<file path="config.mk">
export PLATFORM = sky130hd
export DESIGN_NAME = fetch_stage
export DESIGN_NICKNAME = d
export VERILOG_FILES = /design/src/hdl/rv_pkg.sv /design/src/hdl/fetch_stage.sv
export VERILOG_INCLUDE_DIRS = /design/src /design/src/hdl
export SDC_FILE = /design/constraint.sdc
export NUM_CORES = 1
export LEC_CHECK = 0
export CORE_AREA = 5 5 82 84
export DETAILED_ROUTE_END_ITERATION = 12
export DIE_AREA = 0 0 87 89
export DONT_BUFFER_PORTS = 1
export GPL_TIMING_DRIVEN = 0
export PLACE_DENSITY = 0.84
export SLEW_MARGIN = 10
export SYNTH_ARGS = -nofsm -noshare
export SYNTH_HDL_FRONTEND = slang
export SYNTH_SLANG_ARGS = --single-unit
</file>
<file path="constraint.sdc">
create_clock -name clk -period 2.25 [get_ports clk]
set_input_delay 0.1125 -clock clk [delete_from_list [all_inputs] [get_ports clk]]
set_output_delay 0.1125 -clock clk [all_outputs]
set_load 0.01 [all_outputs]
</file>
<file path="src/hdl/rv_defines.svh">
`ifndef RV_DEFINES_SVH
`define RV_DEFINES_SVH

// datapath and register file
`define XLEN 32
`define NUM_REGS 32
`define REG_ADDR_W 5

// instruction memory, word addressed
`define IMEM_WORDS 256
`define IMEM_ADDR_W 8

`define RESET_PC 32'h0000_0000
`define OPCODE_W 7

`endif
</file>
<file path="src/hdl/rv_pkg.sv">
`include "rv_defines.svh"

package rv_pkg;

  // major opcodes of the supported subset
  typedef enum logic [`OPCODE_W-1:0] {
    OPC_LUI    = 7'b0110111,
    OPC_OP_IMM = 7'b0010011,
    OPC_OP     = 7'b0110011,
    OPC_BRANCH = 7'b1100011,
    OPC_SYSTEM = 7'b1110011
  } opcode_e;

  // what occupies Writeback in a given cycle
  typedef enum logic [2:0] {
    CYCLE_INVALID      = 3'd0,
    CYCLE_RESET        = 3'd1,
    CYCLE_NO_STALL     = 3'd2,
    CYCLE_TAKEN_BRANCH = 3'd4
  } cycle_status_e;

  typedef struct packed {
    logic                    en;
    logic [`IMEM_ADDR_W-1:0] addr;
    logic [`XLEN-1:0]        data;
  } imem_load_t;

  typedef struct packed {
    logic [`XLEN-1:0] pc;
    logic [`XLEN-1:0] insn;
    cycle_status_e    cycle_status;
  } decode_state_t;

  typedef struct packed {
    logic [`XLEN-1:0]       pc;
    logic [`XLEN-1:0]       insn;
    logic [`REG_ADDR_W-1:0] rs1;
    logic [`REG_ADDR_W-1:0] rs2;
    logic [`REG_ADDR_W-1:0] rd;
    logic [`XLEN-1:0]       rs1_data;
    logic [`XLEN-1:0]       rs2_data;
    cycle_status_e          cycle_status;
  } execute_state_t;

  // register write, also the forwarding record
  typedef struct packed {
    logic                   we;
    logic [`REG_ADDR_W-1:0] rd;
    logic [`XLEN-1:0]       data;
  } rd_write_t;

  typedef struct packed {
    logic [`XLEN-1:0] pc;
    logic [`XLEN-1:0] insn;
    cycle_status_e    cycle_status;
    rd_write_t        write;
  } pipe_state_t;

  typedef struct packed {
    logic             taken;
    logic [`XLEN-1:0] target;
  } redirect_t;

  typedef struct packed {
    logic [`XLEN-1:0] pc;
    logic [`XLEN-1:0] insn;
    cycle_status_e    cycle_status;
    rd_write_t        write;
  } wb_trace_t;

endpackage

</file>
<file path="src/hdl/fetch_stage.sv">
`timescale 1ns/1ps
`include "rv_defines.svh"

module fetch_stage import rv_pkg::*; (
  input  logic             clk,
  input  logic             rst,
  input  redirect_t        redirect,
  input  logic [`XLEN-1:0] insn,
  output logic [`XLEN-1:0] pc,
  output decode_state_t    decode_state
);

  logic [`XLEN-1:0] pc_next;

  // branch target wins over sequential fetch
  assign pc_next = redirect.taken ? redirect.target : pc + `XLEN'd4;

  always_ff @(posedge clk) begin
    if (rst) begin
      pc <= `RESET_PC;
    end else begin
      pc <= pc_next;
    end
  end

  // fetch-to-decode register
  always_ff @(posedge clk) begin
    if (rst) begin
      decode_state <= '{pc: '0, insn: '0, cycle_status: CYCLE_RESET};
    end else if (redirect.taken) begin
      // wrong-path fetch squashed
      decode_state <= '{pc: '0, insn: '0, cycle_status: CYCLE_TAKEN_BRANCH};
    end else begin
      decode_state <= '{pc: pc, insn: insn, cycle_status: CYCLE_NO_STALL};
    end
  end

endmodule

</file>
==> impl_metrics.yaml, run 1 <==
outcome:
  outcome: "complete, no violations"
synthesis:
  syn_area_sq_um: 3488
  synthTopCellsByCount: "dfxtp_1 (99), and2_1 (60), nor2_1 (26)"
  synth.most_common_cell: "dfxtp_1"
  avgSynthCellArea_sq_um: 9.967
  async_reset_ff_share_pct: 0
  postSynthCellCount: 350
  synth_nets: 418
  yosysWarnings: 0
  synth-main-ff-cell: "dfxtp_1"
  yosys.area.top_type_share_pct: 56.81
  ys_ff_latch: 99
  ys_seq_area_share_pct: 56.81
  post-synth-top-area-cell: "dfxtp_1"
  synth_edf_count: 0
  synth_area_leaders: "dfxtp_1 (57%), and2_1 (11%), a311oi_1 (3.0%)"
  synth.distinct_cells: 34
sta:
  slew_headroom_pct: 60.63
  setup_viol: 0
  fin_skew_ns: 0.009503
  finalMaxSlewViolations: 0
  hold_viol_final: 0
  hold_slack_ns: 0.05908
  tightest_slew_ns: 0.5852
  finalSetupTns_ns: 0
  fmax_mhz: 457.5
  post-route-min-period_ns: 2.186
  finalCritPeriodShare_pct: 97.14
setup_path:
  reg2reg_from: "pc[9]$_SDFF_PP0_"
  cp_max_fo: 5
  worstPathArrival_ns: 2.45
  endpoint_kind: "flip-flop"
  startpoint_type: "flip-flop"
  path_class: "flip-flop to flip-flop"
  crit_start: "pc[9]$_SDFF_PP0_"
  worst_ep_required_time_ns: 2.52
floorplan:
  die_y_um: 89
  core-area_sq_um: 5851
  initial_core_util_pct: 59.62
  io_pins: 166
  dieArea_sq_um: 7743
  num_rows: 28
  die_width_um: 87
routing:
  via_per_inst: 5.767
  route.detailed.drc: 0
  avgRoutedWirePerCell_um: 18.95
  drtAntennaViolNets: 0
  num_vias: 2947
  first_iter_violations: 151
  drt-pass1-iter-count: 5
  wirelength_mm: 9.682
placed_design:
  hpwlAfterDp_mm: 6.544
  gp_congestion: 0.8188
  dp_cells: 425
  port_buffers: 0
clocking:
  path_clk_slew_ns: 0.09
  cts-root-buf: "clkbuf_8"
  cts.path.max_buffers: 2
  clkLatencyLatePin_ns: 0.35
  cts-htree-levels: 3
  cts_tree: "built"
  numCtsBuffers: 9
  clkSinkCount: 99
power_and_ir_drop:
  p_per_area_nw_per_um2: 740.3
  power_mw: 3.347
  leakage_nw: 1.680
  vdd_drop_max_mv: 0.4209
grt:
  grtUsageTotal_pct: 24.35
  antenna_found_initial: 0
  grt_pass1_wl_mm: 14.57
  grt-ovfl-total: 0
  grt_pass1_vias: 2811
  grt_max_degree: 18
run:
  maxCapViolations: 0
worst_hold_path:
  worstHoldStart: "redirect[17]"
  min_path_type: "primary input to flip-flop"
cells_and_area:
  utilization_pct: 77.29
  fill_cells: 371
  drive_gt1_share_pct: 9.862
  fin_cells: 511
  nNetsFinal: 499
  diodes: 0
  areaGrowthSynthToFinish_pct: 29.63
-- cell usage in the layout, fill, tap and decap left out, types with 3 or more instances in the layout --
cell type / n
xor2_1: 6
and3_1: 3
or3_1: 7
a21oi_1: 5
nand2_1: 12
dfxtp_4: 5
buf_4: 6
nand4_1: 9
nor4_1: 4
dfxtp_1: 85
o31ai_1: 10
and2_1: 60
dfxtp_2: 9
nor2_1: 26
nor3_1: 7
a211oi_1: 9
xnor2_1: 6
dlygate4sd3_1: 64
inv_1: 7
and4_1: 3
clkbuf_8: 9
o21ai_0: 4
a311oi_1: 11
nand3_1: 14
clkinvlp_4: 3
clkbuf_1: 18
or4_1: 12
-- metal layers --
layer	track usage [%]	vias to the layer above	share of wire, %
met5	0	-	0
met4	9.915	0	1.9
met3	6.452	12	9.4
met2	43.00	156	51
met1	28.03	1377	38
li1	-	1402	-
-- final timing paths --
kind | endpoint | slack [ns] | cells after the start
worst min-delay path | pc[17]$_SDFF_PP0_ | 0.06 | 3
worst min register to register | decode_state[36]$_SDFF_PP0_ | 0.54 | 1
worst max-delay path | pc[28]$_SDFF_PP0_ | 0.06 | 5
worst max register to register | pc[28]$_SDFF_PP0_ | 0.06 | 5
-- layout make-up --
type / count / area [sq um] / share of cell area (%)
buffer: 22 / 98.84 / 2.186
clock buffer: 10 / 127.6 / 2.822
clock inverter: 6 / 72.57 / 1.605
inverter: 7 / 26.28 / 0.5811
multi-input combinational: 222 / 1405 / 31.07
sequential: 99 / 2012 / 44.49
tap: 75 / 93.84 / 2.075
timing repair buffer: 70 / 685.7 / 15.16
-- power breakdown --
group	total, mW	internal (mW)	switching [mW]
registers	1.96	1.84	0.128
logic	0.255	0.145	0.110
clock network	1.13	0.526	0.602
total	3.35	2.51	0.841
-- flip-flops by register name (all words and copies together) (netlist names) --
register      cells
decode_state     67
pc               32
-- per-stage QoR --
step	setup slack [ns]	instance area, sq um
2_1_floorplan	0.1936	3488
3_3_place_gp	-0.06775	3582
3_5_place_dp	-0.1121	3582
4_1_cts	0.004515	4459
5_1_grt	-0.007928	4522
6_report	0.06440	4522
-- worst max-delay path, stage by stage (launching register included) --
cell and delay (ns):
dfxtp_2 0.42, nand4_1 0.19, or4_4 0.59, buf_4 0.16
or4_1 0.47, a311oi_2 0.27
-- logic make-up (layout without fill, tap and decap cells) --
group | after synthesis | in the layout | share of synthesized area, %
simple gates | 161 | 161 | 26.18
flops | 99 | 99 | 56.81
compound gates | 47 | 47 | 9.971
buf+inv | 29 | 115 | 3.372
xor+xnor | 12 | 12 | 3.013
fa+ha+maj | 1 | 1 | 0.3586
mux | 1 | 1 | 0.2870
-- what timing repair did --
action                     4_1_cts  5_1_grt
pin swaps                        2        3
hold endpoints to repair        64        0
resized for setup                5       22
hold buffers                    64        0
buffers inserted                 4        2
setup endpoints to repair        9       12
(Power assumes the default switching activity.)
==> inputs of run 2 (changes only) <==
- CORE_AREA: 5 5 82 84 -> 5 5 64 109
- DIE_AREA: 0 0 87 89 -> 0 0 69 114
- PLACE_DENSITY: 0.84 -> 0.83
==> impl_metrics.yaml, run 2 (synthesis results as in run 1) <==
cells_and_area:
  nNetsFinal: 496
  final_common_cell: "dfxtp_1"
  drive_gt1_share_pct: 8.817
  largest-register: "decode_state"
  areaGrowthSynthToFinish_pct: 28.98
  multi_input_area_sq_um: 1408
  utilization_pct: 73.93
  final_cell_mix: "dfxtp_1 (86), dlygate4sd3_1 (64), and2_1 (60), nor2_1 (26), clkbuf_1 (17)"
  diodes: 0
  final_area_sq_um: 4499
  seqCellArea_sq_um: 2001
  fill_cells: 447
  largest_register_ffs: 67
  largestRegisters: "decode_state x67, pc x32"
floorplan:
  die_y_um: 114
  core-area_sq_um: 6086
  num_rows: 38
  dieArea_sq_um: 7866
  initial_core_util_pct: 57.32
  die_width_um: 69
  io_pins: 166
power_and_ir_drop:
  p_per_area_nw_per_um2: 759.1
  swShare_pct: 24.10
  clock_power_share_pct: 34.9
  leakage_nw: 1.671
  combPwrFrac_pct: 7.6
  p_sw_uw: 823.0
  intPower_mw: 2.592
  pwr-share-seq_pct: 57.6
  vdd_drop_max_mv: 0.6358
grt:
  grt-ovfl-total: 0
  grtUsageTotal_pct: 25.45
  antenna_found_initial: 0
  grt_max_degree: 16
  grt_pass1_vias: 2939
  grt_pass1_wl_mm: 15.82
setup_path:
  startpoint_type: "flip-flop"
  cp_max_fo: 10
  worstPathArrival_ns: 2.45
  max_stage_delay_ns: 0.54
  cpMaxStageDelayCell: "or4_4"
  r2r_cells: 6
  endpoint_kind: "flip-flop"
  reg2reg_from: "pc[16]$_SDFF_PP0_"
  rrSetupSlack_ns: 0.07
  timing.rr.end: "pc[30]$_SDFF_PP0_"
  crit_start: "pc[16]$_SDFF_PP0_"
  path_class: "flip-flop to flip-flop"
  worst_ep_required_time_ns: 2.52
  cp_cell_sequence: "clkbuf_4 > nand2_1 > or4_4 > buf_6 > or4_1 > a311oi_1"
routing:
  drt-pass1-iter-count: 6
  wirelength_met1_mm: 3.520
  num_vias: 2967
  first_iter_violations: 175
  avgRoutedWirePerCell_um: 19.75
  met3RoutedLength_um: 830
  via_per_inst: 5.806
  route.detailed.drc: 0
  wl_met2_mm: 5.536
  drtAntennaViolNets: 0
  wirelength_mm: 10.09
  highest_layer: "met4"
sta:
  fin_ws_ns: 0.07137
  slew_headroom_pct: 59.67
  post-route-min-period_ns: 2.179
  finalMaxSlewViolations: 0
  setup_viol: 0
  fmax_mhz: 459.0
  finalSetupTns_ns: 0
  tightest_slew_ns: 0.6028
  fin_skew_ns: 0.005729
  finalCritPeriodShare_pct: 96.83
  rsz0062_at_grt: "no"
  hold_viol_final: 0
clocking:
  cts_tree: "built"
  cts.path.max_buffers: 2
  clkSinkCount: 99
  path_clk_slew_ns: 0.09
  cts-root-buf: "clkbuf_8"
  numCtsBuffers: 9
  cts-htree-levels: 3
  clkLatencyLatePin_ns: 0.36
placed_design:
  gp_congestion: 0.8640
  port_buffers: 0
  hpwlAfterDp_mm: 6.757
  dpl_cell_area_sq_um: 3588
  place_worst_setup_slack_ns: -0.1326
outcome:
  outcome: "complete, no violations"
worst_hold_path:
  hold_path_depth: 3
  min_to: "pc[17]$_SDFF_PP0_"
  worstHoldStart: "redirect[17]"
  min_path_type: "primary input to flip-flop"
run:
  maxCapViolations: 0
## run 2: changes by cell type in the layout (fill, tap and decap cells not counted), sizes merged
cell,before,now
clkbuf,28,27
clkinvlp,3,2
clkinv,0,1
buf,10,7
inv,9,7
bufinv,1,2
## run 2: power by group through the flow
stage                     sequential, mW  clock, mW  combinational [mW]
after floorplan                     1.97          0               0.126
after global placement              2.00          0               0.152
after detailed placement            2.00          0               0.160
after CTS                           1.96       1.20               0.251
after global routing                1.98       1.28               0.285
final                               1.97       1.19               0.258
## run 2: critical path: cells and delay by family, from the launching register on
kind	cells	cell delay (ns)
flops	1	0.37
buf+inv	2	0.36
simple gates	3	1.12
compound gates	1	0.24
## run 2: metal layers
metal / GRT usage [%] / vias up
met4: 8.344 / 0
met5: 0 / -
li1: - / 1385
met2: 47.58 / 179
met3: 8.201 / 25
met1: 26.51 / 1378
## run 2: worst max path at each step
| stage | cells after the start | slack (ns) | endpoint |
|---|---|---|---|
| 2_1_floorplan | 5 | 0.19 | pc[30]$_SDFF_PP0_ |
| 3_3_place_gp | 6 | -0.05 | pc[28]$_SDFF_PP0_ |
| 3_5_place_dp | 6 | -0.13 | pc[28]$_SDFF_PP0_ |
| 4_1_cts | 6 | 0.004 | pc[30]$_SDFF_PP0_ |
| 5_1_grt | 5 | 0.002 | pc[26]$_SDFF_PP0_ |
| 6_report | 6 | 0.07 | pc[30]$_SDFF_PP0_ |
## run 2: cell type report
class / instances / area share [%]
Sequential cell: 99 / 44.47
Multi-Input combinational cell: 222 / 31.28
Timing Repair Buffer: 68 / 14.91
Clock buffer: 9 / 2.753
Tap cell: 80 / 2.225
Buffer: 21 / 2.002
Clock inverter: 5 / 1.780
Inverter: 7 / 0.5840
## run 2: repair_timing
action                     4_1_cts  5_1_grt
hold buffers                    64        0
buffers inserted                 4        0
cloned                           0        0
hold endpoints to repair        64        0
setup endpoints to repair       11       11
pin swaps                        2        0
resized for setup                6       13
## run 2: stage by stage
stage | total power [mW] | hold WS (ns) | std cells
global placement | 2.152 | 0.1403 | 430
global route | 3.548 | 0.05159 | 511
finish | 3.415 | 0.03331 | 511
detailed placement | 2.163 | 0.1404 | 430
floorplan | 2.096 | 0.1402 | 350
CTS | 3.417 | 0.02819 | 512
