===== src/hdl/rv_defines.svh =====
`ifndef RV_DEFINES_SVH
`define RV_DEFINES_SVH

// datapath and register file
`define XLEN 32
`define NUM_REGS 32
`define REG_ADDR_W 5

// instruction memory, word addressed
`define IMEM_WORDS 256
`define IMEM_ADDR_W 8

`define RESET_PC 32'h0000_0000
`define OPCODE_W 7

`endif

===== src/hdl/rv_pkg.sv =====
`include "rv_defines.svh"

package rv_pkg;

  // major opcodes of the supported subset
  typedef enum logic [`OPCODE_W-1:0] {
    OPC_LUI    = 7'b0110111,
    OPC_OP_IMM = 7'b0010011,
    OPC_OP     = 7'b0110011,
    OPC_BRANCH = 7'b1100011,
    OPC_SYSTEM = 7'b1110011
  } opcode_e;

  // what occupies Writeback in a given cycle
  typedef enum logic [2:0] {
    CYCLE_INVALID      = 3'd0,
    CYCLE_RESET        = 3'd1,
    CYCLE_NO_STALL     = 3'd2,
    CYCLE_TAKEN_BRANCH = 3'd4
  } cycle_status_e;

  typedef struct packed {
    logic                    en;
    logic [`IMEM_ADDR_W-1:0] addr;
    logic [`XLEN-1:0]        data;
  } imem_load_t;

  typedef struct packed {
    logic [`XLEN-1:0] pc;
    logic [`XLEN-1:0] insn;
    cycle_status_e    cycle_status;
  } decode_state_t;

  typedef struct packed {
    logic [`XLEN-1:0]       pc;
    logic [`XLEN-1:0]       insn;
    logic [`REG_ADDR_W-1:0] rs1;
    logic [`REG_ADDR_W-1:0] rs2;
    logic [`REG_ADDR_W-1:0] rd;
    logic [`XLEN-1:0]       rs1_data;
    logic [`XLEN-1:0]       rs2_data;
    cycle_status_e          cycle_status;
  } execute_state_t;

  // register write, also the forwarding record
  typedef struct packed {
    logic                   we;
    logic [`REG_ADDR_W-1:0] rd;
    logic [`XLEN-1:0]       data;
  } rd_write_t;

  typedef struct packed {
    logic [`XLEN-1:0] pc;
    logic [`XLEN-1:0] insn;
    cycle_status_e    cycle_status;
    rd_write_t        write;
  } pipe_state_t;

  typedef struct packed {
    logic             taken;
    logic [`XLEN-1:0] target;
  } redirect_t;

  typedef struct packed {
    logic [`XLEN-1:0] pc;
    logic [`XLEN-1:0] insn;
    cycle_status_e    cycle_status;
    rd_write_t        write;
  } wb_trace_t;

endpackage


===== src/hdl/writeback_stage.sv =====
`timescale 1ns/1ps
`include "rv_defines.svh"

module writeback_stage import rv_pkg::*; (
  input  logic        clk,
  input  logic        rst,
  input  pipe_state_t mem_state,
  output rd_write_t   wb_write,
  output logic        halt,
  output wb_trace_t   trace
);

  pipe_state_t wb_state;

  // memory stage has no work of its own, just pass it on
  always_ff @(posedge clk) begin
    if (rst) begin
      wb_state <= '{cycle_status: CYCLE_RESET, default: '0};
    end else begin
      wb_state <= mem_state;
    end
  end

  assign wb_write = wb_state.write;

  // ecall only, ebreak and csr forms do not halt
  assign halt = (wb_state.insn[6:0] == OPC_SYSTEM) && (wb_state.insn[31:7] == '0);

  assign trace = '{
    pc:           wb_state.pc,
    insn:         wb_state.insn,
    cycle_status: wb_state.cycle_status,
    write:        wb_state.write
  };

endmodule


===== config.mk =====
export PLATFORM = sky130hd
export DESIGN_NAME = writeback_stage
export DESIGN_NICKNAME = d
export VERILOG_FILES = /design/src/hdl/rv_pkg.sv /design/src/hdl/writeback_stage.sv
export VERILOG_INCLUDE_DIRS = /design/src /design/src/hdl
export SDC_FILE = /design/constraint.sdc
export NUM_CORES = 1
export LEC_CHECK = 0
export BUFFER_PORTS_ARGS = -buffer_cell sky130_fd_sc_hd__buf_2
export CORE_AREA = 2 2 96 98
export DETAILED_ROUTE_END_ITERATION = 10
export DIE_AREA = 0 0 98 100
export GPL_ROUTABILITY_DRIVEN = 0
export PLACE_DENSITY_LB_ADDON = 0.12
export SLEW_MARGIN = 0
export SYNTH_ARGS = -nofsm -noshare
export SYNTH_HDL_FRONTEND = slang
export SYNTH_SLANG_ARGS = --single-unit
export TNS_END_PERCENT = 10

===== constraint.sdc =====
create_clock -name clk -period 3 [get_ports clk]
set_input_delay 0.15 -clock clk [delete_from_list [all_inputs] [get_ports clk]]
set_output_delay 0.15 -clock clk [all_outputs]
set_load 0.05 [all_outputs]

==> results.md, run 1 <==
Outcome:
- The flow ran to the end, and the final reports show no timing, DRC or antenna violations.

Place:
- Buffers placed on the I/O ports in this run total 250.
- The HPWL reported at the end of detailed placement is 5940 µm.
- Timing analysis after detailed placement gives a worst setup slack of 1.36 ns.

Hold path:
- The hold path endpoint is trace[95].
- The worst hold path begins at mem_state[95].
- The number of cells on the worst hold path is 2.
- The min-delay analysis places its worst path in the category input port to flip-flop.

STA:
- The final setup violation count is 0.
- The number of pins exceeding their max-slew limit in the final report is 0.
- After layout, the minimum clock period comes to 1.99 ns.
- The number of endpoints with negative hold slack in the final report was 0.
- In this run the tightest slew margin relative to its limit is 72.0%.
- At the pin with the least slew margin, the transition time is 0.419 ns.
- The part of the cycle the worst path needs is 66.4%.
- Setup repair after global routing left no endpoint under its margin.
- Hold timing on the final database bottoms out at a slack of 0.0150 ns.
- After routing, the total negative slack on setup checks comes to 0 ns.
- In the post-route analysis, the smallest setup slack over all paths is 1.01 ns.
- For this run, the top clock speed supported by timing is 502 MHz.

Synthesis:
- The cell taking the most area after synthesis is dfxtp_1.
- The synthesized netlist occupies a cell area of 3190 µm².
- The number of nets in the synthesized netlist is 377.
- The number of synthesized register bits is 105.
- Summed over its instances, the top area cell type makes up 65.8% of the synthesized netlist area.
- In the synthesized netlist the async set-or-reset flop fraction comes to 0%.
- Yosys instantiated no cell more often than dfxtp_1.
- Yosys mapped a number of flops with a built-in enable equal to 0.
- In the post-synthesis netlist, the biggest area contributors are dfxtp_1, nor2b_1, buf_4.
- Summing the sequential cell areas from Yosys gives 65.8% of the chip area.
- Yosys printed 0 warnings.
- Each instance of the synthesized netlist takes up on average 11.8 µm².
- The leading register cell type out of synthesis is dfxtp_1.
- By count the netlist is led by dfxtp_1, nor2b_1, buf_4.
- Synthesis produced a netlist whose cell count is 270.
- The netlist uses 12 different library cells.

Routing:
- Before antenna repair, the detailed router went through 3 iterations.
- For this run, design rule violations remaining after detail routing come to 0.
- The number of vias per cell after detailed routing is 4.07.
- The number of nets with antenna violations after detailed routing is 0.
- In the final routed layout, each cell accounts on average for 12.9 µm.
- The routed layout has 2779 vias.
- The starting DRC count in detailed routing is 18.
- The final wirelength is 8780 µm.

Critical path:
- The critical path starts at trace[61].
- The startpoint type of the worst setup path is a flip-flop.
- The biggest fanout along the worst timing path is 2.
- The critical path endpoint category is a primary output.
- For the worst setup path, the data required time is 2.85 ns.
- The arrival time at the worst endpoint is 1.84 ns.
- The start-to-end type of the worst setup path is flip-flop to primary output.

Global routing:
- The via count of the first global-routing pass came to 2770.
- The global routing stage identified its most utilized layer as met2.
- The first global-routing pass estimated 13200 µm of wire.
- The initial antenna violation count came to 0.
- For this run, global-route usage on met1 was measured as 17.5%.
- For met3 alone, demand over resource in global routing was 7.10%.
- The global-route met2 utilization is 31.4%.
- After global routing the overflow that remains totals 0.
- The overall global routing resource usage is 17.1%.
- The maximum number of pins on one net before global-route repair is 53.

Clock tree:
- Clock tree synthesis inserted a total of 9 buffers.
- TritonCTS built the clock tree.
- CTS saw 105 sinks.
- Counting along the longest clock path gives a buffer depth of 2.
- The depth of the CTS H-tree is 3.
- After clock tree synthesis, the setup repair step added 0 buffers.
- The number of hold buffers added after CTS is 83.
- After clock tree synthesis, the clock-pin slew on the worst setup and hold paths is 0.09 ns.
- Gates resized during post-CTS repair numbered 0.
- The clock tree root buffer cell is clkbuf_8.

Final layout:
- The layout overhead on the synthesized area is 66.3%.
- The ratio of cells with drive above 1 in the final layout is 46.7%.
- 0 antenna diodes ended up in the layout.
- The register with the most flip-flops in the layout has 105 of them.
- The count of nets after finishing is 675.

Floorplanning:
- During I/O placement, the number of pins put on the boundary was 251.
- The vertical extent of the die is 100 µm.
- The initial utilization of the core area, before any placement, comes to 35.9%.
- From left edge to right edge, the die measures 98 µm.
- The core region is 8890 µm².
- The die covers 9800 µm².
- Row generation in the floorplan step produced 35 rows.

Job:
- The total of max-cap violations is 0.

Power:
- The total power consumption of the routed design is 3.04 mW.
- The leakage component of the power is 2.75 nW.
- The maximum VDD drop is 300 µV.
- The power per unit of standard cell area is 572 nW/µm².
==> cell usage in the layout (no fill, tap or decap) <==
| master | synthesis | routed |
|---|---|---|
| nor4_2 | 1 | 1 |
| or2_2 | 1 | 1 |
| and2b_1 | 25 | 25 |
| bufinv_16 | 0 | 1 |
| nand4_1 | 2 | 2 |
| buf_12 | 0 | 1 |
| nand2_1 | 1 | 1 |
| nor2b_1 | 79 | 79 |
| clkbuf_8 | 0 | 9 |
| buf_2 | 0 | 250 |
| clkbuf_1 | 10 | 2 |
| or4b_1 | 1 | 1 |
| clkinvlp_4 | 0 | 1 |
| dfxtp_1 | 105 | 105 |
| dlygate4sd3_1 | 0 | 84 |
| buf_4 | 38 | 1 |
| nor4_1 | 6 | 6 |
| clkinv_4 | 0 | 2 |
==> metal layers <==
metal	vias to the layer above	part of all wire, %
li1	1386	-
met1	1238	36
met2	145	52
met3	10	11
met4	0	1.3
met5	-	0
==> metrics by stage <==
stage	utilization [%]	area (µm²)	std cells
3_5_place_dp	48.2	4280	584
2_1_floorplan	-	3190	270
5_1_grt	59.7	5310	683
3_3_place_gp	48.2	4280	584
6_report	59.7	5310	683
4_1_cts	59.6	5300	682
==> how the worst max path moves through the flow <==
| stage | endpoint | slack, ns | cells after the start |
|---|---|---|---|
| CTS | halt | 0.97 | 4 |
| finish | halt | 1.01 | 4 |
| global placement | halt | 1.41 | 4 |
| global route | halt | 0.86 | 4 |
| floorplan | halt | 0.78 | 2 |
| detailed placement | halt | 1.36 | 4 |
==> report_power, final <==
group	internal (mW)	switching [mW]
sequential	1.47	0.0288
combinational	0.231	0.470
clock	0.386	0.454
total	2.08	0.952
==> worst max-delay path, stage by stage, from the launching register on <==
cell     delay, ns
dfxtp_1       0.32
nor4_1        0.35
nand4_1       0.18
nor4_2        0.32
buf_2         0.32
==> final cells by class <==
class                   instances  area, µm²
clock buffers                  11        131
clock inverters                 4       55.1
fillers                       775       3580
multi-input cells             116        764
flip-flops and latches        105       2100
well taps                     111        139
repair buffers                336       2120
==> logic make-up (layout without fill, tap and decap cells) <==
family        Yosys count  after routing  share of synthesized area, %
flops                 105            105                          65.8
simple gates          116            116                          23.9
buf+inv                49            351                          10.3
No activity file was read; power rests on OpenSTA's default activity.
==> run 2, diff against run 1 <==
--- a/config.mk
+++ b/config.mk
@@ -7,9 +7,9 @@
 export NUM_CORES = 1
 export LEC_CHECK = 0
 export BUFFER_PORTS_ARGS = -buffer_cell sky130_fd_sc_hd__buf_2
-export CORE_AREA = 2 2 96 98
+export CORE_AREA = 2 2 97 99
 export DETAILED_ROUTE_END_ITERATION = 10
-export DIE_AREA = 0 0 98 100
+export DIE_AREA = 0 0 99 101
 export GPL_ROUTABILITY_DRIVEN = 0
 export PLACE_DENSITY_LB_ADDON = 0.12
 export SLEW_MARGIN = 0
==> constraint.sdc (replaced) <==
create_clock -name clk -period 2.1 [get_ports clk]
set_input_delay 0.105 -clock clk [delete_from_list [all_inputs] [get_ports clk]]
set_output_delay 0.105 -clock clk [all_outputs]
set_load 0.05 [all_outputs]
==> run 2 against run 1 <==
Against the previous run:
- sequential power increased by 43%
- via count increased by 2.9%
- design area increased by 4.5%
- largest cell class unchanged
==> results.md, run 2 (synthesized netlist as in run 1, its figures left out) <==
Outcome:
- The flow ran to the end, and the final reports show no timing, DRC or antenna violations.

Critical path:
- The arrival time at the worst endpoint was 1.82 ns (-0.02 ns).
- The required time of the critical path came to 2.00 ns (-0.85 ns).
- The critical path goes through nor4_1 > nand4_1 > nor4_4 > buf_2.
- The critical path endpoint category is a primary output.
- The first element of the critical path is trace[61].
- The biggest fanout along the worst timing path is 2 (unchanged).
- The critical path is of the flip-flop to primary output type.
- The worst setup path is launched from a flip-flop.
- The slowest stage of the critical path is the dfxtp_1 cell.
- The delay of the slowest critical-path stage is 0.32 ns (-0.03 ns).

Global routing:
- The via count of the first global-routing pass is 2840 (+2.5%).
- The maximum number of pins on one net before global-route repair is 56 (+5.7%).
- The initial antenna violation count is 0 (unchanged).
- The first-pass GRT wire length was 13400 µm (+1.6%).
- The overall global routing resource usage was 17.5% (+0.34 points).
- The total global routing overflow is 0 (unchanged).

Clock tree:
- The number of hold buffers added after CTS is 105 (+27%).
- The number of gates resized after CTS is 0 (unchanged).
- The clock tree root buffer cell is clkbuf_8.
- The number of buffers created by CTS is 9 (unchanged).
- The setup fix buffers added after clock tree synthesis came to 0 (unchanged).
- The depth of the CTS H-tree is 3 (unchanged).
- The worst-case clock buffer depth is 2 (unchanged).
- The clock sink count is 105 (unchanged).
- TritonCTS built the clock tree.
- The clock input transition at the sequential cells of the worst setup and hold paths was 0.10 ns (about the same).

STA:
- Setup repair after global routing left no endpoint under its margin.
- The headroom to the max-slew limit is 64.4% (-7.6 points).
- The transition time at the pin with the least slew margin is 0.534 ns (+0.114 ns).
- The setup TNS is 0 ns (unchanged).
- Timing would allow up to 518 MHz.
- The number of pins exceeding their max-slew limit in the final report is 0 (unchanged).
- The worst path needs 1.93 ns of the cycle, external delays included.
- The final setup violation count was 0 (unchanged).
- The number of endpoints with negative hold slack in the final report is 0 (unchanged).
- The worst setup margin was 0.170 ns (-0.837 ns).
- After layout, the worst path uses 91.9% of the clock period.

Final layout:
- The area growth from synthesis to layout is 73.8%.
- The ratio of cells with drive above 1 in the final layout is 45.5% (-1.1 points).
- The count of nets after finishing is 697 (+3.3%).
- The number of flip-flops under the largest register name is 105 (unchanged).
- In the layout the commonest cells are buf_2, dlygate4sd3_1, dfxtp_1.
- The post-layout instance area is 5550 µm² (+4.5%).
- The number of non-filler instances in the completed layout is 706 (+3.4%).
- The library cell used most frequently in the layout, excluding fill and tap cells, is buf_2.
- The total inserted antenna cells was 0 (unchanged).

Routing:
- The starting DRC count in detailed routing came to 14 (-4).
- The average wire per standard cell is 12.9 µm (+0.23%).
- The length of the first detailed-routing pass in iterations is 2 (-1).
- The number of vias per cell after detailed routing is 4.05 (-0.47%).
- The number of nets with antenna violations after detailed routing is 0 (unchanged).
- The number of design rule violations left after detail routing is 0 (unchanged).
- The vias after detailed routing was 2859 (+2.9%).
- The final wirelength is 9100 µm (+3.6%).

Floorplanning:
- The starting density of the core was 35.6% (-0.35 points).
- The die area is 10000 µm² (+2.0%).
- The horizontal extent of the die is 99 µm (+1.0%).
- The placement row count is 35 (unchanged).
- The total core area was 8980 µm² (+0.99%).
- The count of boundary I/O pins is 251 (unchanged).
- The vertical extent of the die came to 101 µm (+1.0%).

Power:
- The portion of total power attributed to the clock network is 27.8% (+0.2 points).
- The leakage component of the power came to 2.87 nW (+4.2%).
- The design internal power is 2.99 mW (+44%).
- The sequential cell fraction of total power is 48.6% (-0.7 points).
- The power per unit of standard cell area is 792 nW/µm² (+39%).
- The maximum VDD drop is 385 µV (+28%).
- The net load switching power is 1.40 mW (+47%).
- The combinational share of power is 23.6% (+0.5 points).
- The switching power as a share of total power is 31.9% (+0.54 points).
- The total power consumption of the routed design is 4.40 mW (+45%).

Place:
- The HPWL reported at the end of detailed placement is 5970 µm (+0.54%).
- The post-placement worst setup slack came to 0.514 ns (-0.850 ns).
- The number of port buffers came to 250 (unchanged).
- The placed standard-cell area is 4300 µm² (+0.38%).
- The total placed cells including tap cells is 585 (+0.17%).

Hold path:
- The tightest min-delay check is of the input port to flip-flop type.
- The worst hold path begins at rst.

Job:
- The total of max-cap violations is 0 (unchanged).
==> run 2: cell types whose count changed in the layout (fill, tap and decap cells not counted) <==
| cell | previous run | this run |
|---|---|---|
| inv_6 | 0 | 2 |
| nor4_2 | 1 | 0 |
| clkbuf_8 | 9 | 12 |
| buf_4 | 1 | 2 |
| dlygate4sd3_1 | 84 | 105 |
| bufinv_16 | 1 | 0 |
| clkinv_4 | 2 | 1 |
| nor4_4 | 0 | 1 |
| clkbuf_1 | 2 | 0 |
==> run 2: final cells by class <==
| cell class | count | area (µm²) |
|---|---|---|
| Fill cell | 731 | 3430 |
| Tap cell | 111 | 139 |
| Timing Repair Buffer | 358 | 2340 |
| Clock buffer | 12 | 165 |
| Clock inverter | 4 | 33.8 |
| Sequential cell | 105 | 2100 |
| Multi-Input combinational cell | 116 | 773 |
==> run 2: metrics by stage <==
step           hold slack [ns]  util [%]
2_1_floorplan            0.209         -
4_1_cts                  0.198      61.8
6_report                 0.213      61.8
3_5_place_dp             0.294      47.9
3_3_place_gp             0.292      47.9
5_1_grt                  0.222      61.8
==> run 2: worst paths after layout <==
kind / end / slack (ns) / depth (start not counted)
worst max-delay path: halt / 0.17 / 4
worst min-delay path: trace[16] / 0.21 / 2
==> run 2: metal layers <==
metal | global-route usage (%) | part of all wire, %
met3 | 6.73 | 9.6
met4 | 6.43 | 1.4
met2 | 32.5 | 52
met5 | 0 | 0
met1 | 17.7 | 37
==> run 2: power groups by stage <==
stage	clock network (mW)	logic (mW)	registers, mW
2_1_floorplan	0	0.293	2.56
3_3_place_gp	0	0.881	2.18
3_5_place_dp	0	0.881	2.18
4_1_cts	1.26	1.04	2.14
5_1_grt	1.35	1.09	2.15
6_report	1.22	1.04	2.14
==> run 2: critical path, delay by kind of cell, from the launching register on <==
family	cells	cell delay (ns)
buf+inv	1	0.31
simple gates	3	0.83
flops	1	0.32
