[src/hdl/rv_defines.svh]
`ifndef RV_DEFINES_SVH
`define RV_DEFINES_SVH

// datapath and register file
`define XLEN 32
`define NUM_REGS 32
`define REG_ADDR_W 5

// instruction memory, word addressed
`define IMEM_WORDS 256
`define IMEM_ADDR_W 8

`define RESET_PC 32'h0000_0000
`define OPCODE_W 7

`endif
[src/hdl/rv_pkg.sv]
`include "rv_defines.svh"

package rv_pkg;

  // major opcodes of the supported subset
  typedef enum logic [`OPCODE_W-1:0] {
    OPC_LUI    = 7'b0110111,
    OPC_OP_IMM = 7'b0010011,
    OPC_OP     = 7'b0110011,
    OPC_BRANCH = 7'b1100011,
    OPC_SYSTEM = 7'b1110011
  } opcode_e;

  // what occupies Writeback in a given cycle
  typedef enum logic [2:0] {
    CYCLE_INVALID      = 3'd0,
    CYCLE_RESET        = 3'd1,
    CYCLE_NO_STALL     = 3'd2,
    CYCLE_TAKEN_BRANCH = 3'd4
  } cycle_status_e;

  typedef struct packed {
    logic                    en;
    logic [`IMEM_ADDR_W-1:0] addr;
    logic [`XLEN-1:0]        data;
  } imem_load_t;

  typedef struct packed {
    logic [`XLEN-1:0] pc;
    logic [`XLEN-1:0] insn;
    cycle_status_e    cycle_status;
  } decode_state_t;

  typedef struct packed {
    logic [`XLEN-1:0]       pc;
    logic [`XLEN-1:0]       insn;
    logic [`REG_ADDR_W-1:0] rs1;
    logic [`REG_ADDR_W-1:0] rs2;
    logic [`REG_ADDR_W-1:0] rd;
    logic [`XLEN-1:0]       rs1_data;
    logic [`XLEN-1:0]       rs2_data;
    cycle_status_e          cycle_status;
  } execute_state_t;

  // register write, also the forwarding record
  typedef struct packed {
    logic                   we;
    logic [`REG_ADDR_W-1:0] rd;
    logic [`XLEN-1:0]       data;
  } rd_write_t;

  typedef struct packed {
    logic [`XLEN-1:0] pc;
    logic [`XLEN-1:0] insn;
    cycle_status_e    cycle_status;
    rd_write_t        write;
  } pipe_state_t;

  typedef struct packed {
    logic             taken;
    logic [`XLEN-1:0] target;
  } redirect_t;

  typedef struct packed {
    logic [`XLEN-1:0] pc;
    logic [`XLEN-1:0] insn;
    cycle_status_e    cycle_status;
    rd_write_t        write;
  } wb_trace_t;

endpackage

[src/hdl/execute_stage.sv]
`timescale 1ns/1ps
`include "rv_defines.svh"

module execute_stage import rv_pkg::*; (
  input  logic           clk,
  input  logic           rst,
  input  execute_state_t execute_state,
  input  rd_write_t      wb_write,
  output redirect_t      redirect,
  output pipe_state_t    mem_state
);

  logic [`XLEN-1:0] op_a;
  logic [`XLEN-1:0] op_b;
  logic [`XLEN-1:0] result;
  logic             branch_taken;
  logic [`XLEN-1:0] target;
  logic             valid;
  logic             writes_rd;
  opcode_e          opcode;

  // memory stage is younger than writeback, so it wins
  function automatic logic [`XLEN-1:0] bypass(
    input logic [`REG_ADDR_W-1:0] idx,
    input logic [`XLEN-1:0]       reg_val,
    input rd_write_t              m_wr,
    input rd_write_t              w_wr
  );
    if (m_wr.we && m_wr.rd == idx) begin
      return m_wr.data;
    end else if (w_wr.we && w_wr.rd == idx) begin
      return w_wr.data;
    end
    return reg_val;
  endfunction

  assign op_a = bypass(execute_state.rs1, execute_state.rs1_data, mem_state.write, wb_write);
  assign op_b = bypass(execute_state.rs2, execute_state.rs2_data, mem_state.write, wb_write);

  alu u_alu (
    .insn         (execute_state.insn),
    .pc           (execute_state.pc),
    .op_a         (op_a),
    .op_b         (op_b),
    .result       (result),
    .branch_taken (branch_taken),
    .target       (target)
  );

  assign valid  = (execute_state.cycle_status == CYCLE_NO_STALL);
  assign opcode = opcode_e'(execute_state.insn[6:0]);
  assign writes_rd = (opcode == OPC_LUI) || (opcode == OPC_OP_IMM) || (opcode == OPC_OP);

  assign redirect = '{taken: valid && branch_taken, target: target};

  // execute-to-memory register
  always_ff @(posedge clk) begin
    if (rst) begin
      mem_state <= '{cycle_status: CYCLE_RESET, default: '0};
    end else begin
      mem_state.pc           <= execute_state.pc;
      mem_state.insn         <= execute_state.insn;
      mem_state.cycle_status <= execute_state.cycle_status;
      mem_state.write.we     <= valid && writes_rd && execute_state.rd != '0;
      mem_state.write.rd     <= execute_state.rd;
      mem_state.write.data   <= result;
    end
  end

endmodule

[src/hdl/alu.sv]
`timescale 1ns/1ps
`include "rv_defines.svh"

module alu import rv_pkg::*; (
  input  logic [`XLEN-1:0] insn,
  input  logic [`XLEN-1:0] pc,
  input  logic [`XLEN-1:0] op_a,
  input  logic [`XLEN-1:0] op_b,
  output logic [`XLEN-1:0] result,
  output logic             branch_taken,
  output logic [`XLEN-1:0] target
);

  opcode_e          opcode;
  logic [2:0]       funct3;
  logic [`XLEN-1:0] imm_i;
  logic [`XLEN-1:0] imm_u;
  logic [`XLEN-1:0] imm_b;
  logic [`XLEN-1:0] src_b;
  logic [4:0]       shamt;
  logic             sub_en;
  logic [`XLEN-1:0] alu_out;
  logic             cond;

  assign opcode = opcode_e'(insn[6:0]);
  assign funct3 = insn[14:12];

  assign imm_i = {{20{insn[31]}}, insn[31:20]};
  assign imm_u = {insn[31:12], 12'b0};
  assign imm_b = {{19{insn[31]}}, insn[31], insn[7], insn[30:25], insn[11:8], 1'b0};

  // register-register uses rs2, everything else the I immediate
  assign src_b  = (opcode == OPC_OP) ? op_b : imm_i;
  assign shamt  = src_b[4:0];
  // bit 30 of an addi immediate is not a subtract
  assign sub_en = (opcode == OPC_OP) && insn[30];

  always_comb begin
    case (funct3)
      3'b000:  alu_out = sub_en ? op_a - src_b : op_a + src_b;
      3'b001:  alu_out = op_a << shamt;
      3'b010:  alu_out = {31'b0, $signed(op_a) < $signed(src_b)};
      3'b011:  alu_out = {31'b0, op_a < src_b};
      3'b100:  alu_out = op_a ^ src_b;
      // srai/sra share funct7 bit 30
      3'b101:  alu_out = insn[30] ? `XLEN'($signed(op_a) >>> shamt) : op_a >> shamt;
      3'b110:  alu_out = op_a | src_b;
      default: alu_out = op_a & src_b;
    endcase
  end

  always_comb begin
    case (opcode)
      OPC_LUI:    result = imm_u;
      OPC_OP_IMM: result = alu_out;
      OPC_OP:     result = alu_out;
      default:    result = '0;
    endcase
  end

  // branch compare
  always_comb begin
    case (funct3)
      3'b000:  cond = (op_a == op_b);
      3'b001:  cond = (op_a != op_b);
      3'b100:  cond = $signed(op_a) < $signed(op_b);
      3'b101:  cond = $signed(op_a) >= $signed(op_b);
      3'b110:  cond = op_a < op_b;
      3'b111:  cond = op_a >= op_b;
      default: cond = 1'b0;
    endcase
  end

  assign branch_taken = (opcode == OPC_BRANCH) && cond;
  assign target       = pc + imm_b;

endmodule

[config.mk]
export PLATFORM = sky130hd
export DESIGN_NAME = execute_stage
export DESIGN_NICKNAME = d
export VERILOG_FILES = /design/src/hdl/rv_pkg.sv /design/src/hdl/execute_stage.sv /design/src/hdl/alu.sv
export VERILOG_INCLUDE_DIRS = /design/src /design/src/hdl
export SDC_FILE = /design/constraint.sdc
export NUM_CORES = 1
export LEC_CHECK = 0
export ABC_AREA = 0
export BUFFER_PORTS_ARGS = -buffer_cell sky130_fd_sc_hd__buf_2
export CAP_MARGIN = 20
export CELL_PAD_IN_SITES_DETAIL_PLACEMENT = 2
export CELL_PAD_IN_SITES_GLOBAL_PLACEMENT = 2
export CORE_ASPECT_RATIO = 1.4
export CORE_MARGIN = 2
export CORE_UTILIZATION = 32
export CTS_CLUSTER_SIZE = 8
export DETAILED_ROUTE_END_ITERATION = 6
export PLACE_DENSITY = 0.82
export SETUP_SLACK_MARGIN = 0.3
export SKIP_CTS_REPAIR_TIMING = 1
export SYNTH_ARGS = -nofsm -noshare
export SYNTH_HDL_FRONTEND = slang
export SYNTH_SLANG_ARGS = --single-unit
[constraint.sdc]
create_clock -name clk -period 5.7 [get_ports clk]
set_input_delay 0.57 -clock clk [delete_from_list [all_inputs] [get_ports clk]]
set_output_delay 0.57 -clock clk [all_outputs]
set_load 0.02 [all_outputs]
==> run metrics, run 1 <==
die area 49900 um^2; vias per cell 6.36; Hold Vio Cnt, Final 0; CP endpoint kind flip-flop; drt wl/cell 33.5 um; DRT Wirelength 107000 um; Worst Path Arrival between 5 and 6 ns; Worst EP required 5.87 ns; clk slew on worst S/H paths 0.10 ns; top-count cell post-synth a21oi_1; TritonCTS clock tree done; Die X-Extent between 150 and 200 um; fraction of registers with async set or reset after synthesis 0%; nets 2908; global-route wire length before repair 152000 um; GPL Wtd Cong 1.03; Synth Instances 2160; CP Launch Type flip-flop; Slew Viols, Final 0; worst skew pair latency 0.42 ns; Tmin final 5.47 ns; syn avg cell area 7.13 um^2; DRT iter0 DRCs about 1400; RSZ-0062 raised after global routing yes; vias in the first global route 22000; fraction of layout cells with a size suffix above 1 27.0%; Distinct cells, synth 99; initial antenna violation count 13; Least-Margin Pin Slew approximately 1.3 ns; Routed Antenna Nets 0; met3 Use GR about 8%; DPL Wire Length 87000 um; Die Ht 264 um; IO Pins about 320; Biggest register mem_state; routed vias 20400; Area Overhead vs Synth 26.7%; busiest grt layer met2; worst min path class primary input to flip-flop; Sink Count 105; Pwr Density 175 nW/um^2; Final Setup Violations 0; number of synthesized register bits 105; Mapped Area around 15000 um^2; Starting Density between 30% and 40%; synth top area cells dfxtp_1 (14%), ha_1 (13%), a21oi_1 (7.5%); largest net degree at the start of global routing 72; Pwr Total 3.42 mW; GRT Total Usage 41.6%; clock buffer depth 2; root buf cell clkbuf_16; maxcap violations 0; Main synth FF type dfxtp_1; relative slew slack between 10% and 20%; post-synth top area share 13.6%; crit-path max FO slightly above 70; H-tree depth 3; Top Registers mem_state (105); post-synth top area cell dfxtp_1; Pleak between 8 and 9 nW; GRT Residual Overflow 0; syn_nets 2508; post-synthesis sequential area ratio 13.6%; Commonest cells post-synth a21oi_1 (230), o21ai_0 (185), ha_1 (159), nor2_1 (159), nand2_1 (146); # fillers 5733; drt drc 0; EDFF count, synth 0; outcome finished, final reports clean; cts bufs inserted 9; Yosys Warn Count 0; met1 Resource Use GR 43.7%; peak supply drop 0.219 mV; Layout Skew 0.0144 ns; CP Class flip-flop to flip-flop; Std-Cell Rows 95; core area ~48000 um^2; Final period util 96.0%; DR pass1 iterations 7; f_max 183 MHz; met2 usage roughly 72%; port buffer count 323; TNS Setup 0 ns; max reg flops 105
[placed cells by master (no fill, tap or decap), types with 16 or more instances in the layout]
master / count
a211oi_1: 31
a21o_1: 48
a21oi_1: 222
a21oi_2: 16
a31oi_1: 50
buf_2: 321
buf_4: 211
dfxtp_1: 101
ha_1: 157
inv_1: 109
mux2_2: 21
mux2i_1: 91
nand2_1: 146
nand3_1: 77
nor2_1: 156
nor2b_1: 77
nor3_1: 59
o211ai_1: 18
o21a_1: 20
o21ai_0: 174
o21ai_1: 22
o21bai_1: 18
xnor2_1: 45
xor2_1: 20
[power by group]
group	switching, mW	internal [mW]	total [mW]
registers	0.0122	0.761	0.774
logic	1.24	0.667	1.91
clock network	0.385	0.354	0.739
total	1.64	1.78	3.42
[routing by layer]
| layer | share of wire, % | wire length, um | vias to the layer above |
|---|---|---|---|
| met3 | 6.3 | 6800 | 434 |
| met1 | 35 | 38000 | 10100 |
| met4 | 9.9 | 10600 | 8 |
| met2 | 48 | 51800 | 1034 |
| li1 | - | - | 8734 |
| met5 | 0.074 | 79 | - |
[cell families after synthesis]
| logic type | count (synthesis) | synth area share, % |
|---|---|---|
| xor gates and xnor gates | 69 | 3.92 |
| buffers and inverters | 270 | 6.99 |
| muxes | 123 | 8.30 |
| AOI/OAI and AO/OA | 806 | 33.7 |
| and+or+nand+nor | 625 | 20.1 |
| DFF | 105 | 13.6 |
| adders and majority gates | 162 | 13.3 |
[through the flow]
step	cell area (um^2)	setup WS (ns)	util (%)	instances	hold WS [ns]
global route	19500	0.105	40.9	3199	0.367
finish	19500	0.228	40.9	3199	0.365
global placement	18800	0.0287	39.4	3170	0.789
detailed placement	18800	-0.106	39.4	3170	0.792
CTS	19200	-0.0907	40.1	3186	0.350
floorplan	15400	0.492	-	2160	0.677
[critical path, cell delays in order, from the launching register on]
cell and delay (ns):
dfxtp_2 0.37, xnor2_2 0.22, nand4_1 0.22, buf_4 0.20
buf_4 0.15, o21ai_0 0.34, a311oi_1 0.21, a21o_2 0.28
inv_2 0.10, buf_4 0.69, a21oi_1 0.08, nor2_1 0.38
mux2i_1 0.35, a221oi_1 1.15, a31oi_1 0.43
[cell type report]
type	instances	area, um^2	share of cell area, %
tap	630	788	4.04
multi-input combinational	1785	12500	64.0
inverter	118	443	2.27
sequential	105	2110	10.8
timing repair buffer	541	3350	17.2
clock buffer	9	225	1.15
clock inverter	7	97.6	0.500
antenna	4	10.0	0.0513
[worst paths after layout]
check / startpoint / to / slack, ns / cells after the start
hold / removal: execute_state[0] / mem_state[38] / 0.37 / 2
setup / recovery: mem_state[34] / mem_state[11] / 0.23 / 14
hold reg to reg: mem_state[12] / mem_state[12] / 1.28 / 5
setup reg to reg: mem_state[34] / mem_state[11] / 0.23 / 14
No activity file was read; power rests on OpenSTA's default activity.
==> run 2: changes to the inputs <==
--- a/config.mk
+++ b/config.mk
@@ -12,13 +12,13 @@
 export CELL_PAD_IN_SITES_DETAIL_PLACEMENT = 2
 export CELL_PAD_IN_SITES_GLOBAL_PLACEMENT = 2
 export CORE_ASPECT_RATIO = 1.4
-export CORE_MARGIN = 2
+export CORE_MARGIN = 4
 export CORE_UTILIZATION = 32
+export CTS_BUF_LIST = sky130_fd_sc_hd__clkbuf_16
 export CTS_CLUSTER_SIZE = 8
 export DETAILED_ROUTE_END_ITERATION = 6
 export PLACE_DENSITY = 0.82
 export SETUP_SLACK_MARGIN = 0.3
-export SKIP_CTS_REPAIR_TIMING = 1
 export SYNTH_ARGS = -nofsm -noshare
 export SYNTH_HDL_FRONTEND = slang
 export SYNTH_SLANG_ARGS = --single-unit
==> run 2 against run 1 <==
  * Setup slack improved by 0.16 ns
  * Largest power group unchanged
  * Die area increased by 3.7%
  * Critical endpoint is now redirect[32]
  * Worst hold slack gained 0.027 ns
  * Sequential share of layout area hardly changed
  * Sequential power about the same
  * Clock skew fell by 0.00080 ns
  * Global-route usage is 2.0 points lower
  * Register-to-register slack improved by 0.25 ns
  * Final area shrank 0.18%
  * Largest cell class unchanged
==> run metrics, run 2 (same netlist as run 1, synthesis figures left out) <==
relative slew slack 29.6% (+16 points); Layout Skew 0.0136 ns (-0.000800 ns); WHS Path Cells 2 (unchanged); Std-Cell Rows 94 (-1.1%); Die Ht 268 um (+1.5%); Switching Fraction 48.8% (+0.90 points); routed vias 20200 (-0.70%); Die X-Extent 193 um (+2.1%); GRT Residual Overflow 0 (unchanged); sequential fraction of design power 22.7% (about the same); die area 51800 um^2 (+3.7%); Tmin final 5.31 ns (-0.163 ns); outcome finished, final reports clean; Hold Path End mem_state[93]; crit-path max FO 20 (-72%); cts bufs inserted 9 (unchanged); CP bufs+invs 5 (+1); clock buffer depth 2 (unchanged); DP Worst Slack -0.188 ns (-0.0815 ns); Pleak 8.83 nW (-0.60%); end of the worst register-to-register path mem_state[30]; Crit Reg-Reg Startpoint mem_state[32]; Top Registers mem_state (105); H-tree depth 3 (unchanged); core area 47300 um^2 (-1.1%); Starting Density 32.6% (+0.34 points); worst min path class primary input to flip-flop; Hold Vio Cnt, Final 0 (unchanged); IO Pins 324 (unchanged); Area Overhead vs Synth 26.5%; Multi-input gate area 12500 um^2 (+0.23%); GPL Wtd Cong 1.03 (+0.53%); TritonCTS clock tree done; largest net degree at the start of global routing 72 (unchanged); Pwr Density 175 nW/um^2 (about the same); Slew Viols, Final 0 (unchanged); Psw 1.66 mW (+1.6%); hold slack 0.392 ns (+0.0272 ns); max reg flops 105 (unchanged); Worst Slack Setup Final 0.391 ns (+0.163 ns); worst skew pair latency 0.41 ns (about the same); commonest non-fill, non-tap cell in the layout buf_2; CP max-delay cell or4_4; Hold Crit Start execute_state[134]; Final Setup Violations 0 (unchanged); CP endpoint kind primary output; r2r worst-path depth 22 (+8); combinational power share 56.4% (+0.6 points); FF/Latch Area 2110 um^2 (unchanged); Least-Margin Pin Slew 1.05 ns (-0.247 ns); Sink Count 105 (unchanged); critical path's most frequent cell buf_4; Cell Int Power 1.75 mW (-2.0%); clk slew on worst S/H paths 0.10 ns (about the same); Finished Core Util 41.2% (+0.36 points); Clock Power Share 20.9% (-0.7 points); global-route wire length before repair 153000 um (+0.62%); # fillers 5688 (-0.78%); Worst Path Arrival 4.74 ns (-0.91 ns); slowest stage delay, CP 0.56 ns (-0.59 ns); cells along the critical path buf_2, xor2_1, or4_4, buf_6, buf_4, o21ai_1, a31oi_1, buf_4, ha_1, a21o_1, a21oi_1, o21ai_2, a221oi_2, o41ai_1, nor2_2, o21ai_2, a221o_1, a221oi_2, buf_4; GRT Total Usage 39.7% (-2.0 points); initial antenna violation count 3 (-10); CP Launch Type primary input; f_max 188 MHz (+3.1%); RSZ-0062 raised after global routing no; Final period util 93.1% (-2.9 points); DR pass1 iterations 6 (-1); drt drc 0 (unchanged); CP Class primary input to primary output; root buf cell clkbuf_16; port buffer count 323 (unchanged); vias per cell 6.35 (-0.17%); DRT iter0 DRCs 1569 (+12%); drt wl/cell 34.2 um (+2.1%); fraction of layout cells with a size suffix above 1 26.8% (-0.21 points); hold buffer count at cts 0; DPL Wire Length 88400 um (+1.6%); Biggest register mem_state; nets 2898 (-0.34%); TNS Setup 0 ns (unchanged); maxcap violations 0 (unchanged); most frequent cells in the layout buf_2 (321), a21oi_1 (224), buf_4 (199); peak supply drop 0.201 mV (-8.3%); Worst EP required 5.13 ns (-0.74 ns); Routed Antenna Nets 0 (unchanged); R2R Setup Slk 0.48 ns (+0.25 ns); DRT Wirelength 109000 um (+1.6%); vias in the first global route 21700 (-1.1%); cell family with most CP delay compound AO/OA/AOI/OAI gates
-- run 2: changes by cell type in the layout (fill, tap and decap cells not counted), moves of 3 or more --
cell     delta
buf_4      -12
buf_12      +4
inv_8       +3
mux2i_2     -3
xnor2_1     +3
xnor2_2     -3
-- run 2: timing repair --
action,in CTS,in global routing
hold endpoints to repair,0,0
resized for setup,14,57
endpoints found under the setup margin,6,17
buffers inserted,1,5
pin swaps,3,14
gates cloned,0,2
-- run 2: worst register-to-register path, cell delays in order, from the launching register on --
cell	delay, ns
dfxtp_2	0.36
xnor2_1	0.23
nand4_1	0.21
nor2_4	0.17
buf_4	0.17
clkbuf_16	0.20
mux2i_1	0.20
nor2_1	0.05
a21oi_1	0.26
o21ai_0	0.20
ha_1	0.47
a221oi_1	0.15
buf_4	0.17
nor4_1	0.45
and4b_1	0.34
o31a_1	0.21
o41ai_1	0.08
buf_4	0.17
a311o_1	0.30
a211oi_1	0.33
xnor2_1	0.11
a32oi_1	0.20
nand2_1	0.07
-- run 2: through the flow --
stage	area (um^2)	instances	total power, mW
2_1_floorplan	15400	2160	1.81
3_3_place_gp	18800	3155	2.56
4_1_cts	19200	3172	3.35
6_report	19500	3182	3.41
5_1_grt	19500	3181	3.55
3_5_place_dp	18800	3155	2.62
-- run 2: metal layers --
layer	track usage (%)	part of all wire, %
met5	0	0.020
met2	69.6	48
met1	43.6	37
met4	28.8	9.1
met3	5.99	5.8
-- run 2: power by group through the flow --
stage,clock (mW),combinational (mW),sequential (mW)
floorplan,0,0.986,0.823
global placement,0,1.78,0.788
detailed placement,0,1.83,0.789
CTS,0.730,1.85,0.773
global route,0.754,2.02,0.776
finish,0.714,1.92,0.773
-- run 2: area by class of cell --
class,count,area share (%)
clock buffer,9,1.16
clock inverter,7,0.392
tap,624,4.01
multi-input combinational,1785,64.3
timing repair buffer,531,17.0
inverter,118,2.27
antenna,3,0.0385
sequential,105,10.8
-- run 2: worst max-delay path by stage --
stage | from | cells past startpoint | to
floorplan | execute_state[74] | 21 | mem_state[29]
global placement | execute_state[77] | 24 | mem_state[28]
detailed placement | execute_state[77] | 24 | mem_state[28]
CTS | execute_state[77] | 22 | redirect[32]
global route | execute_state[81] | 22 | redirect[32]
finish | execute_state[81] | 19 | redirect[32]
